<file path="src/verilog/spi_cfg_pkg.sv">
/*
 * Data path sizing of the SPI controller: byte type,
 * FIFO depth and widths, divider width
 */
package spi_cfg_pkg;

    typedef logic [7:0] spi_byte_t;

    ////////////////////
    // FIFO sizing
    ////////////////////

    localparam int fifo_depth   = 8;
    localparam int fifo_ptr_w   = 3;
    // Holds 0 up to fifo_depth
    localparam int fifo_count_w = 4;

    ////////////////////
    // Shift engine
    ////////////////////

    localparam int div_w         = 16;
    localparam int bits_per_xfer = 8;

endpackage

</file>
<file path="src/verilog/spi_regs_pkg.sv">
/*
 * Register map of the SPI controller: Wishbone widths,
 * byte offsets of the registers and configuration bit positions
 */
package spi_regs_pkg;

    ////////////////////
    // Bus widths
    ////////////////////

    localparam int wb_data_w = 32;
    localparam int wb_addr_w = 32;

    // Low address bits seen by the decoder
    localparam int reg_offset_w = 8;

    ////////////////////
    // Register offsets
    ////////////////////

    localparam logic [reg_offset_w-1:0] addr_data     = 8'h00;
    localparam logic [reg_offset_w-1:0] addr_conf     = 8'h04;
    localparam logic [reg_offset_w-1:0] addr_div      = 8'h08;
    localparam logic [reg_offset_w-1:0] addr_cs       = 8'h10;
    localparam logic [reg_offset_w-1:0] addr_rx_count = 8'h18;
    localparam logic [reg_offset_w-1:0] addr_tx_count = 8'h1C;

    ////////////////////
    // Configuration register
    ////////////////////

    localparam int conf_w        = 2;
    // Clock idle level
    localparam int conf_cpol_bit = 0;
    // Clock phase, 1 shifts on the leading edge
    localparam int conf_cpha_bit = 1;

    // Chip-select lines
    localparam int cs_w = 8;

endpackage

</file>
<file path="src/verilog/spi_byte_fifo.sv">
/*
 * Synchronous show-ahead byte FIFO with occupancy count
 */
`timescale 1ns/1ns

module spi_byte_fifo (
    input  logic                                 clk,
    input  logic                                 rst,
    input  logic                                 push,
    input  spi_cfg_pkg::spi_byte_t               push_data,
    input  logic                                 pop,
    output spi_cfg_pkg::spi_byte_t               head,
    output logic                                 full,
    output logic                                 empty,
    output logic [spi_cfg_pkg::fifo_count_w-1:0] count
);
    import spi_cfg_pkg::*;

    spi_byte_t             mem [fifo_depth];
    logic [fifo_ptr_w-1:0] wr_ptr;
    logic [fifo_ptr_w-1:0] rd_ptr;
    logic                  do_push;
    logic                  do_pop;

    assign full  = (count == fifo_count_w'(fifo_depth));
    assign empty = (count == '0);
    assign head  = mem[rd_ptr];

    // A pop frees the slot, so a full FIFO still takes a push
    assign do_pop  = pop && !empty;
    assign do_push = push && (!full || do_pop);

    always_ff @(posedge clk)
    begin
        if (rst)
        begin
            wr_ptr <= '0;
            rd_ptr <= '0;
            count  <= '0;
        end
        else
        begin
            if (do_push)
            begin
                wr_ptr <= wr_ptr + 1'b1;
            end
            if (do_pop)
            begin
                rd_ptr <= rd_ptr + 1'b1;
            end
            case ({do_push, do_pop})
                2'b10:   count <= count + 1'b1;
                2'b01:   count <= count - 1'b1;
                default: count <= count;
            endcase
        end
    end

    always_ff @(posedge clk)
    begin
        if (do_push)
        begin
            mem[wr_ptr] <= push_data;
        end
    end

endmodule

</file>
<file path="src/verilog/spi_ctrl_top.sv">
/*
 * SPI controller top: Wishbone register block, TX and RX byte FIFOs
 * and the shift engine
 */
`timescale 1ns/1ns

module spi_ctrl_top (
    input  logic                               clk,
    input  logic                               rst,
    input  logic                               cyc,
    input  logic                               stb,
    input  logic                               we,
    input  logic [spi_regs_pkg::wb_addr_w-1:0] adr,
    input  logic [spi_regs_pkg::wb_data_w-1:0] dat_w,
    input  logic                               miso,
    output logic [spi_regs_pkg::wb_data_w-1:0] dat_r,
    output logic                               ack,
    output logic                               err,
    output logic                               sclk,
    output logic                               mosi,
    output logic [spi_regs_pkg::cs_w-1:0]      chip_select
);
    import spi_cfg_pkg::*;

    ////////////////////
    // TX path
    ////////////////////

    logic                    tx_push;
    spi_byte_t               tx_push_data;
    logic                    tx_pop;
    spi_byte_t               tx_head;
    logic                    tx_full;
    logic                    tx_empty;
    logic [fifo_count_w-1:0] tx_count;

    ////////////////////
    // RX path
    ////////////////////

    logic                    rx_push;
    spi_byte_t               rx_push_data;
    logic                    rx_pop;
    spi_byte_t               rx_head;
    logic                    rx_empty;
    logic [fifo_count_w-1:0] rx_count;

    // Engine configuration
    logic             cpol;
    logic             cpha;
    logic [div_w-1:0] divider;

    spi_wb_regs u_regs (
        .clk(clk), .rst(rst), .cyc(cyc), .stb(stb), .we(we), .adr(adr), .dat_w(dat_w),
        .tx_full(tx_full), .tx_count(tx_count), .rx_count(rx_count),
        .rx_empty(rx_empty), .rx_head(rx_head), .dat_r(dat_r), .ack(ack), .err(err),
        .tx_push(tx_push), .tx_push_data(tx_push_data), .rx_pop(rx_pop),
        .cpol(cpol), .cpha(cpha), .divider(divider), .chip_select(chip_select)
    );

    spi_byte_fifo u_tx_fifo (
        .clk(clk), .rst(rst), .push(tx_push), .push_data(tx_push_data), .pop(tx_pop),
        .head(tx_head), .full(tx_full), .empty(tx_empty), .count(tx_count)
    );

    // Overflow bytes are dropped inside the FIFO, full flag unused
    spi_byte_fifo u_rx_fifo (
        .clk(clk), .rst(rst), .push(rx_push), .push_data(rx_push_data), .pop(rx_pop),
        .head(rx_head), .full(), .empty(rx_empty), .count(rx_count)
    );

    spi_shift_engine u_engine (
        .clk(clk), .rst(rst), .cpol(cpol), .cpha(cpha), .divider(divider),
        .tx_empty(tx_empty), .tx_head(tx_head), .miso(miso), .tx_pop(tx_pop),
        .rx_push(rx_push), .rx_push_data(rx_push_data), .sclk(sclk), .mosi(mosi)
    );

endmodule

</file>
<file path="src/verilog/spi_shift_engine.sv">
/*
 * SPI shift engine: clock divider, SCLK generation in all four
 * cpol/cpha modes and the MOSI/MISO shift register, one byte per transfer
 */
`timescale 1ns/1ns

module spi_shift_engine (
    input  logic                          clk,
    input  logic                          rst,
    input  logic                          cpol,
    input  logic                          cpha,
    input  logic [spi_cfg_pkg::div_w-1:0] divider,
    input  logic                          tx_empty,
    input  spi_cfg_pkg::spi_byte_t        tx_head,
    input  logic                          miso,
    output logic                          tx_pop,
    output logic                          rx_push,
    output spi_cfg_pkg::spi_byte_t        rx_push_data,
    output logic                          sclk,
    output logic                          mosi
);
    import spi_cfg_pkg::*;

    localparam int edge_cnt_w = $clog2(2 * bits_per_xfer);
    localparam logic [edge_cnt_w-1:0] last_edge = edge_cnt_w'(2 * bits_per_xfer - 1);

    typedef enum logic [1:0] {st_idle, st_load, st_shift, st_finish} eng_state_t;

    eng_state_t            state;
    logic [div_w-1:0]      div_cnt;
    logic [edge_cnt_w-1:0] edge_cnt;
    spi_byte_t             shift_reg;
    logic                  rx_bit;
    logic                  edge_tick;
    logic                  leading;
    logic                  sample_now;
    logic                  shift_now;

    // SCLK toggles once the divider count is reached
    assign edge_tick = (state == st_shift) && (div_cnt == divider);
    // Even edge count is a leading edge
    assign leading   = ~edge_cnt[0];

    // cpha 0 samples on leading edges, cpha 1 on trailing ones
    assign sample_now = edge_tick && (cpha ? !leading : leading);

    // First and last shifts are folded into load and finish
    assign shift_now = edge_tick && (cpha ? leading : !leading)
                       && (edge_cnt != '0) && (edge_cnt != last_edge);

    assign tx_pop       = (state == st_idle) && !tx_empty;
    assign rx_push      = (state == st_finish);
    assign rx_push_data = {shift_reg[$bits(spi_byte_t)-2:0], rx_bit};
    assign mosi         = shift_reg[$bits(spi_byte_t)-1];

    ////////////////////
    // Transfer FSM
    ////////////////////

    always_ff @(posedge clk)
    begin
        if (rst)
        begin
            state     <= st_idle;
            sclk      <= 1'b0;
            div_cnt   <= '0;
            edge_cnt  <= '0;
            shift_reg <= '0;
        end
        else
        begin
            case (state)
                st_idle:
                begin
                    sclk <= cpol;
                    if (!tx_empty)
                    begin
                        shift_reg <= tx_head;
                        state     <= st_load;
                    end
                end
                // MSB already on MOSI, counters cleared
                st_load:
                begin
                    sclk     <= cpol;
                    div_cnt  <= '0;
                    edge_cnt <= '0;
                    state    <= st_shift;
                end
                st_shift:
                begin
                    if (edge_tick)
                    begin
                        sclk     <= ~sclk;
                        div_cnt  <= '0;
                        edge_cnt <= edge_cnt + 1'b1;
                        if (edge_cnt == last_edge)
                        begin
                            state <= st_finish;
                        end
                    end
                    else
                    begin
                        div_cnt <= div_cnt + 1'b1;
                    end
                    if (shift_now)
                    begin
                        shift_reg <= {shift_reg[$bits(spi_byte_t)-2:0], rx_bit};
                    end
                end
                // Received byte goes to the RX FIFO here
                st_finish:
                begin
                    state <= st_idle;
                end
                default:
                begin
                    state <= st_idle;
                end
            endcase
        end
    end

    // MISO sample, held until the next shift
    always_ff @(posedge clk)
    begin
        if (sample_now)
        begin
            rx_bit <= miso;
        end
    end

endmodule

</file>
<file path="src/verilog/spi_wb_regs.sv">
/*
 * Wishbone classic slave of the SPI controller: address decode,
 * single-cycle ack/err response, configuration, divider and chip-select registers
 */
`timescale 1ns/1ns

module spi_wb_regs (
    input  logic                                 clk,
    input  logic                                 rst,
    input  logic                                 cyc,
    input  logic                                 stb,
    input  logic                                 we,
    input  logic [spi_regs_pkg::wb_addr_w-1:0]   adr,
    input  logic [spi_regs_pkg::wb_data_w-1:0]   dat_w,
    input  logic                                 tx_full,
    input  logic [spi_cfg_pkg::fifo_count_w-1:0] tx_count,
    input  logic [spi_cfg_pkg::fifo_count_w-1:0] rx_count,
    input  logic                                 rx_empty,
    input  spi_cfg_pkg::spi_byte_t               rx_head,
    output logic [spi_regs_pkg::wb_data_w-1:0]   dat_r,
    output logic                                 ack,
    output logic                                 err,
    output logic                                 tx_push,
    output spi_cfg_pkg::spi_byte_t               tx_push_data,
    output logic                                 rx_pop,
    output logic                                 cpol,
    output logic                                 cpha,
    output logic [spi_cfg_pkg::div_w-1:0]        divider,
    output logic [spi_regs_pkg::cs_w-1:0]        chip_select
);
    import spi_regs_pkg::*;
    import spi_cfg_pkg::*;

    typedef enum logic {st_idle, st_respond} bus_state_t;

    bus_state_t              state;
    logic [reg_offset_w-1:0] offset;
    logic [conf_w-1:0]       conf_reg;
    logic [wb_data_w-1:0]    rd_data;
    logic                    take_req;
    logic                    reject;

    assign offset   = adr[reg_offset_w-1:0];
    assign take_req = (state == st_idle) && cyc && stb;

    // Data access fails on a full TX FIFO or an empty RX FIFO
    assign reject = (offset == addr_data) && (we ? tx_full : rx_empty);

    assign cpol = conf_reg[conf_cpol_bit];
    assign cpha = conf_reg[conf_cpha_bit];

    ////////////////////
    // Read data mux
    ////////////////////

    always_comb
    begin
        case (offset)
            addr_data:     rd_data = {{(wb_data_w-$bits(spi_byte_t)){1'b0}}, rx_head};
            addr_conf:     rd_data = {{(wb_data_w-conf_w){1'b0}}, conf_reg};
            addr_div:      rd_data = {{(wb_data_w-div_w){1'b0}}, divider};
            addr_cs:       rd_data = {{(wb_data_w-cs_w){1'b0}}, chip_select};
            addr_rx_count: rd_data = {{(wb_data_w-fifo_count_w){1'b0}}, rx_count};
            addr_tx_count: rd_data = {{(wb_data_w-fifo_count_w){1'b0}}, tx_count};
            default:       rd_data = '0;
        endcase
    end

    ////////////////////
    // Bus FSM and control registers
    ////////////////////

    always_ff @(posedge clk)
    begin
        if (rst)
        begin
            state       <= st_idle;
            ack         <= 1'b0;
            err         <= 1'b0;
            tx_push     <= 1'b0;
            rx_pop      <= 1'b0;
            conf_reg    <= '0;
            divider     <= '0;
            chip_select <= '1;
        end
        else
        begin
            // Responses and FIFO strobes last a single cycle
            ack     <= 1'b0;
            err     <= 1'b0;
            tx_push <= 1'b0;
            rx_pop  <= 1'b0;
            case (state)
                st_idle:
                begin
                    if (take_req)
                    begin
                        state <= st_respond;
                        if (reject)
                        begin
                            err <= 1'b1;
                        end
                        else
                        begin
                            ack <= 1'b1;
                            if (we)
                            begin
                                // Count registers and unmapped offsets ignore writes
                                case (offset)
                                    addr_data: tx_push     <= 1'b1;
                                    addr_conf: conf_reg    <= dat_w[conf_w-1:0];
                                    addr_div:  divider     <= dat_w[div_w-1:0];
                                    addr_cs:   chip_select <= dat_w[cs_w-1:0];
                                    default:   ;
                                endcase
                            end
                            else if (offset == addr_data)
                            begin
                                rx_pop <= 1'b1;
                            end
                        end
                    end
                end
                // Recovery cycle, no request taken
                st_respond:
                begin
                    state <= st_idle;
                end
                default:
                begin
                    state <= st_idle;
                end
            endcase
        end
    end

    // Response data and the byte to push
    always_ff @(posedge clk)
    begin
        if (take_req)
        begin
            dat_r        <= rd_data;
            tx_push_data <= dat_w[$bits(spi_byte_t)-1:0];
        end
    end

endmodule
</file>
<file path="config.mk">
export PLATFORM = sky130hd
export DESIGN_NAME = spi_ctrl_top
export DESIGN_NICKNAME = d
export VERILOG_FILES = /design/src/verilog/spi_cfg_pkg.sv /design/src/verilog/spi_regs_pkg.sv /design/src/verilog/spi_byte_fifo.sv /design/src/verilog/spi_ctrl_top.sv /design/src/verilog/spi_shift_engine.sv /design/src/verilog/spi_wb_regs.sv
export SDC_FILE = /design/constraint.sdc
export NUM_CORES = 1
export LEC_CHECK = 0
export BUFFER_PORTS_ARGS = -buffer_cell sky130_fd_sc_hd__buf_2
export CAP_MARGIN = 25
export CELL_PAD_IN_SITES_DETAIL_PLACEMENT = 1
export CELL_PAD_IN_SITES_GLOBAL_PLACEMENT = 1
export CORE_ASPECT_RATIO = 0.6
export CORE_UTILIZATION = 25
export CTS_CLUSTER_SIZE = 8
export DETAILED_ROUTE_END_ITERATION = 7
export PLACE_DENSITY = 0.52
export REMOVE_ABC_BUFFERS = 1
export SLEW_MARGIN = 10
export SYNTH_ARGS = -nofsm -noshare
export SYNTH_HDL_FRONTEND = slang
export SYNTH_HIERARCHICAL = 1
export SYNTH_SLANG_ARGS = --single-unit
export TNS_END_PERCENT = 50
</file>
<file path="constraint.sdc">
create_clock -name clk -period 3.2 [get_ports clk]
set_clock_uncertainty 0.15 [all_clocks]
set_input_delay 0.8 -clock clk [delete_from_list [all_inputs] [get_ports clk]]
set_output_delay 0.8 -clock clk [all_outputs]
set_load 0.01 [all_outputs]
</file>
* After elaboration in Yosys (flattened, before gate mapping) *
Memories as Yosys holds them, arrays and structs flattened. A register that Yosys moved wholly into a read port is not among the register bits.
Cells that the tools add are included.

operators by class
  bitwise gates (word level) = 6
  muxes and demuxes = 32
  div/mod/pow operators = 0
  $mul = 0
  shift operators = 0
  add/sub/neg operators = 10
  reduce and logical (&&, ||, !) cells = 40
  equality and inequality tests = 21
  magnitude comparators = 0

operators by type and width
  cell                     count
  $pmux W16 S6             1
  $pmux W16 S2             1
  $eq A8 B5 Y1 const B     3
  $pmux W4 S2              3
  $add A16 B1 Y16 const B  1
  $eq A16 B16 Y1           1
  $mux W16                 1
  $mux W8                  2
  $pmux W8 S2              1
  $reduce_and A5 Y1        3
  $logic_and A1 B1 Y1      13
  $add A3 B1 Y3 const B    4
  $add A4 B1 Y4 const B    3
  $eq A4 B4 Y1 const B     3
  $mux W1                  12
  $mux W3                  4
  $reduce_bool A2 Y1       5
  $reduce_or A5 Y1         2
  $eq A2 B2 Y1 const B     4
  $eq A8 B3 Y1 const B     1
  $eq A8 B4 Y1 const B     1
  $logic_not A4 Y1         2
  $logic_not A8 Y1         1
  $pmux W2 S4              1
  other kinds (17)         36

storage, ports and cells
  bits in writable memories = 128
  register bits = 123
  logic and storage cells = 133
  output and inout bits = 44
  bits in read-only memories = 0
  memories kept = 2
  bits in latches = 0
  input port bits = 70

memory list
  name           depth  bits a word  read ports  clocked after memory_dff  write ports  line                 source
  u_rx_fifo.mem  8      8            1           1                         1            spi_byte_fifo.sv:19  spi_byte_t mem [fifo_depth];
  u_tx_fifo.mem  8      8            1           1                         1            spi_byte_fifo.sv:19

* Depth between registers and ports, before layout *
  depth in word-level cells = 8
  mapped depth = 13

* Cells and area by module *
The synthesis kept the hierarchy.

by module, submodules not included
  module            area each (um^2)  cells each  instances  seq. area each (um^2)
  spi_byte_fifo     3,215.6           179         2          2,182.1
  spi_wb_regs       2,580.0           232         1          1,341.3
  spi_shift_engine  1,921.8           218         1          650.6

* Worst setup path after synthesis *
No wires, ideal clock.

  kind = reg2reg
  start point = register u_tx_fifo/count[0] (netlist name)
  end point = memory u_tx_fifo/mem[0][0] (netlist name) (enable)
  period minus slack after synthesis = 2,711 ps
  arrival time = 2,178 ps
  cell stages (with the launch flop) = 10
  slack = 489 ps
  library setup time = 383 ps
  path buffers = 2
  cell sequence = dfxtp_1 -> or3_1 -> buf_2 -> nor2_1 -> nor2b_1 -> buf_2 -> nand2b_1 -> o21ai_2 -> or2_2 -> nor3_1

between the ends
  cells in the longest elaborated chain, start to end = 8
  elaborated cells on any way between the ends = 10

ends and longest elaborated chain
  what                           line                    source
  from (decl)                    spi_byte_fifo.sv:15     output logic [spi_cfg_pkg::fifo_count_w-1:0] count
  from (signal assigned)         spi_byte_fifo.sv:52     2'b10: count <= count + 1'b1;
  from (signal assigned)         spi_byte_fifo.sv:53     2'b01: count <= count - 1'b1;
  from (signal assigned)         spi_byte_fifo.sv:54     default: count <= count;
  $logic_not A4 Y1               spi_byte_fifo.sv:26     assign empty = (count == '0);
  via tx_empty                   spi_ctrl_top.sv:34      logic tx_empty;
  $logic_not A1 Y1               spi_shift_engine.sv:51  assign tx_pop = (state == st_idle) && !tx_empty;
  $logic_and A1 B1 Y1            spi_shift_engine.sv:51
  via tx_pop                     spi_ctrl_top.sv:31      logic tx_pop;
  $logic_and A1 B1 Y1            spi_byte_fifo.sv:30     assign do_pop = pop && !empty;
  $logic_or A1 B1 Y1             spi_byte_fifo.sv:31     assign do_push = push && (!full || do_pop);
  $logic_and A1 B1 Y1            spi_byte_fifo.sv:31
  $mux W1                        spi_byte_fifo.sv:61     if (do_push)
  $mux W1 (implied by the code)  spi_byte_fifo.sv:63     mem[wr_ptr] <= push_data;
  to (decl)                      spi_byte_fifo.sv:19

The timed path passes the listed nets, and every way through them passes these cells.

* Worst setup path in the final report *
  start point = register u_tx_fifo/count[0] (netlist name)
  end point = register u_tx_fifo/count[3] (netlist name)

between the ends
  cells in the longest elaborated chain, start to end = 8
  elaborated cells on any way between the ends = 14

ends and longest elaborated chain
  what                                                      line                    source
  $logic_not A4 Y1 (*)                                      spi_byte_fifo.sv:26
  via tx_empty                                              spi_ctrl_top.sv:34
  $logic_not A1 Y1 (*)                                      spi_shift_engine.sv:51
  $logic_and A1 B1 Y1 (*)                                   spi_shift_engine.sv:51
  via tx_pop                                                spi_ctrl_top.sv:31
  $logic_and A1 B1 Y1 (*)                                   spi_byte_fifo.sv:30
  $logic_or A1 B1 Y1                                        spi_byte_fifo.sv:31
  $logic_and A1 B1 Y1                                       spi_byte_fifo.sv:31
  $eq A2 B1 Y1 / $eq A2 B2 Y1 (equally long branches)       spi_byte_fifo.sv:51     case ({do_push, do_pop})
  $pmux W4 S2 / $reduce_bool A2 Y1 (equally long branches)  n/a

Mark *: on every way through the listed nets, which the timed path passes. The rest lies on a longest branch.
A chain may end at the register's enable or synchronous reset.

==> results.tsv <==
metric	value	unit
Cell Rows	58	
Routability Congestion	0.7882	
Setup Viol. Count Final	0	
area delta synth->final	19.01	%
worst path required time	3520	ps
Slew Limit Fails	0	
Mean Syn Cell Area	13.54	µm²
Max clock buf depth	3	
CP endpoint kind	flop	
cts hold-fix bufs	0	
clock network power share	43.1	%
Critical Path AT	3180	ps
Leak Pwr	0.004655	µW
Max Fclk	350.2	MHz
crit path from	u_tx_fifo/count[0]	
Int Power	5964	µW
vias per inst	4.464	
die height	163.9	µm
Routed Antenna Nets	0	
final WL	29380	µm
Wirelength per Cell	19.60	µm
Post-Syn Area	10930	µm²
Largest regs	u_rx_fifo/mem x64, u_tx_fifo/mem x64	
die footprint	44570	µm²
drt drc	0	
Starting DRT DRC Count	335	
FF-to-FF Start	u_tx_fifo/count[0]	
commonest non-fill, non-tap cells in the layout	edfxtp_1, dfxtp_1, nor2_1	
post-CTS sizing	0	
CTS buffer count	36	
Total GRT Usage	13.35	%
Worst-Skew Late Latency	540	ps
CTS tree	done	
Min Clock Period, post-route	2856	ps
Flop pwr share	45.6	%
maximum vdd drop	0.0002931	V
Max FO, Critical Path	7	
Die X	271.9	µm
Startpoint Class	flop	
hold path start	miso	
grt total ovfl	0	
CTS clk-pin slew, worst paths	60	ps
Final Cycle Share	89.24	%
core footprint	42450	µm²
Yosys warning count	6	
initial antenna violation count	4	
H-tree depth	2	
Sw Share	26.81	%
postcts setup bufs	0	
Setup CP Type	reg2reg	
slew margin rel.	32.14	%
worst-margin pin slew	1014	ps
endpoints failing hold	0	
commonest non-fill, non-tap cell in the layout	edfxtp_1	
ratio of cells with drive above 1 in the final layout	21.64	%
port bufs	57	
n_diodes	0	
worst hold path type	in2reg	
cell count after synthesis	807	
vias	6691	
MaxCap Viol Count	0	
Power Dens Cells	626.6	nW/µm²
Post-Place Cell Area	11970	µm²
TNS Setup	0	ps
num ports	114	
outcome	complete, no violations	
Logic pwr share	11.3	%
vias in the first global route	6848	
Final nets	993	
clk root buf	clkbuf_16	
clk sinks	241	
DR pass1 iterations	4	
P_sw	2185	µW
global-route wire length before repair	43840	µm
Initial Util	25.74	%
largest net degree at the start of global routing	27	
Detailed Place HPWL	21350	µm
final instance area	13000	µm²
RSZ-0062 raised after global routing	false	
==> metrics by stage <==
| stage | hold slack, ps | cells | total power (µW) | util, % | setup slack, ps |
|---|---|---|---|---|---|
| 2_1_floorplan | 282.0 | 764 | 4226 | - | 341.0 |
| 3_3_place_gp | 329.3 | 1437 | 4680 | 28.19 | 373.9 |
| 3_5_place_dp | 346.1 | 1437 | 4707 | 28.19 | 345.1 |
| 4_1_cts | 308.7 | 1499 | 8279 | 30.63 | 328.6 |
| 5_1_grt | 301.5 | 1499 | 8540 | 30.63 | 161.8 |
| 6_report | 323.5 | 1499 | 8148 | 30.63 | 344.2 |
==> worst max-delay path, stage by stage, from the launching register on <==
cell and delay [ps]:
dfxtp_1 380, or3_1 430, nor2_1 260, nor2b_1 150
o21ai_2 130, or2_2 170, inv_1 60, ha_1 310
a21oi_1 150, nand2_1 120, or3_1 360, nand4_1 110
==> layer usage <==
metal  routed length (µm)  up-vias  track usage, %
met4                  468        0           3.039
met1                14960     3358           19.46
met2                12630       97           19.75
li1                     -     3193               -
met3                 1318       43           3.304
met5                    0        -               0
==> path summary, 6_finish.rpt <==
kind,cells past startpoint,end,slack [ps]
worst max-delay path,11,u_tx_fifo/count[3],340
worst min-delay path,1,u_engine/rx_bit,320
worst max register to register,11,u_tx_fifo/count[3],340
worst min register to register,2,u_rx_fifo/wr_ptr[0],360
==> power groups by stage <==
| stage | sequential [µW] | combinational [µW] | clock, µW |
|---|---|---|---|
| after detailed placement | 3780 | 927 | 0 |
| after floorplan | 3680 | 548 | 0 |
| after global routing | 3740 | 1020 | 3780 |
| final | 3720 | 919 | 3510 |
| after CTS | 3720 | 930 | 3630 |
| after global placement | 3770 | 914 | 0 |
==> layout make-up <==
cell class	instances	area (µm²)
Clock inverter	5	55.05
Multi-Input combinational cell	503	4182
Timing Repair Buffer	103	643.1
Clock buffer	57	979.7
Inverter	20	75.07
Fill cell	4572	29450
Sequential cell	241	6356
Tap cell	570	713.2
Note: power is estimated with default switching activity, not from simulation.
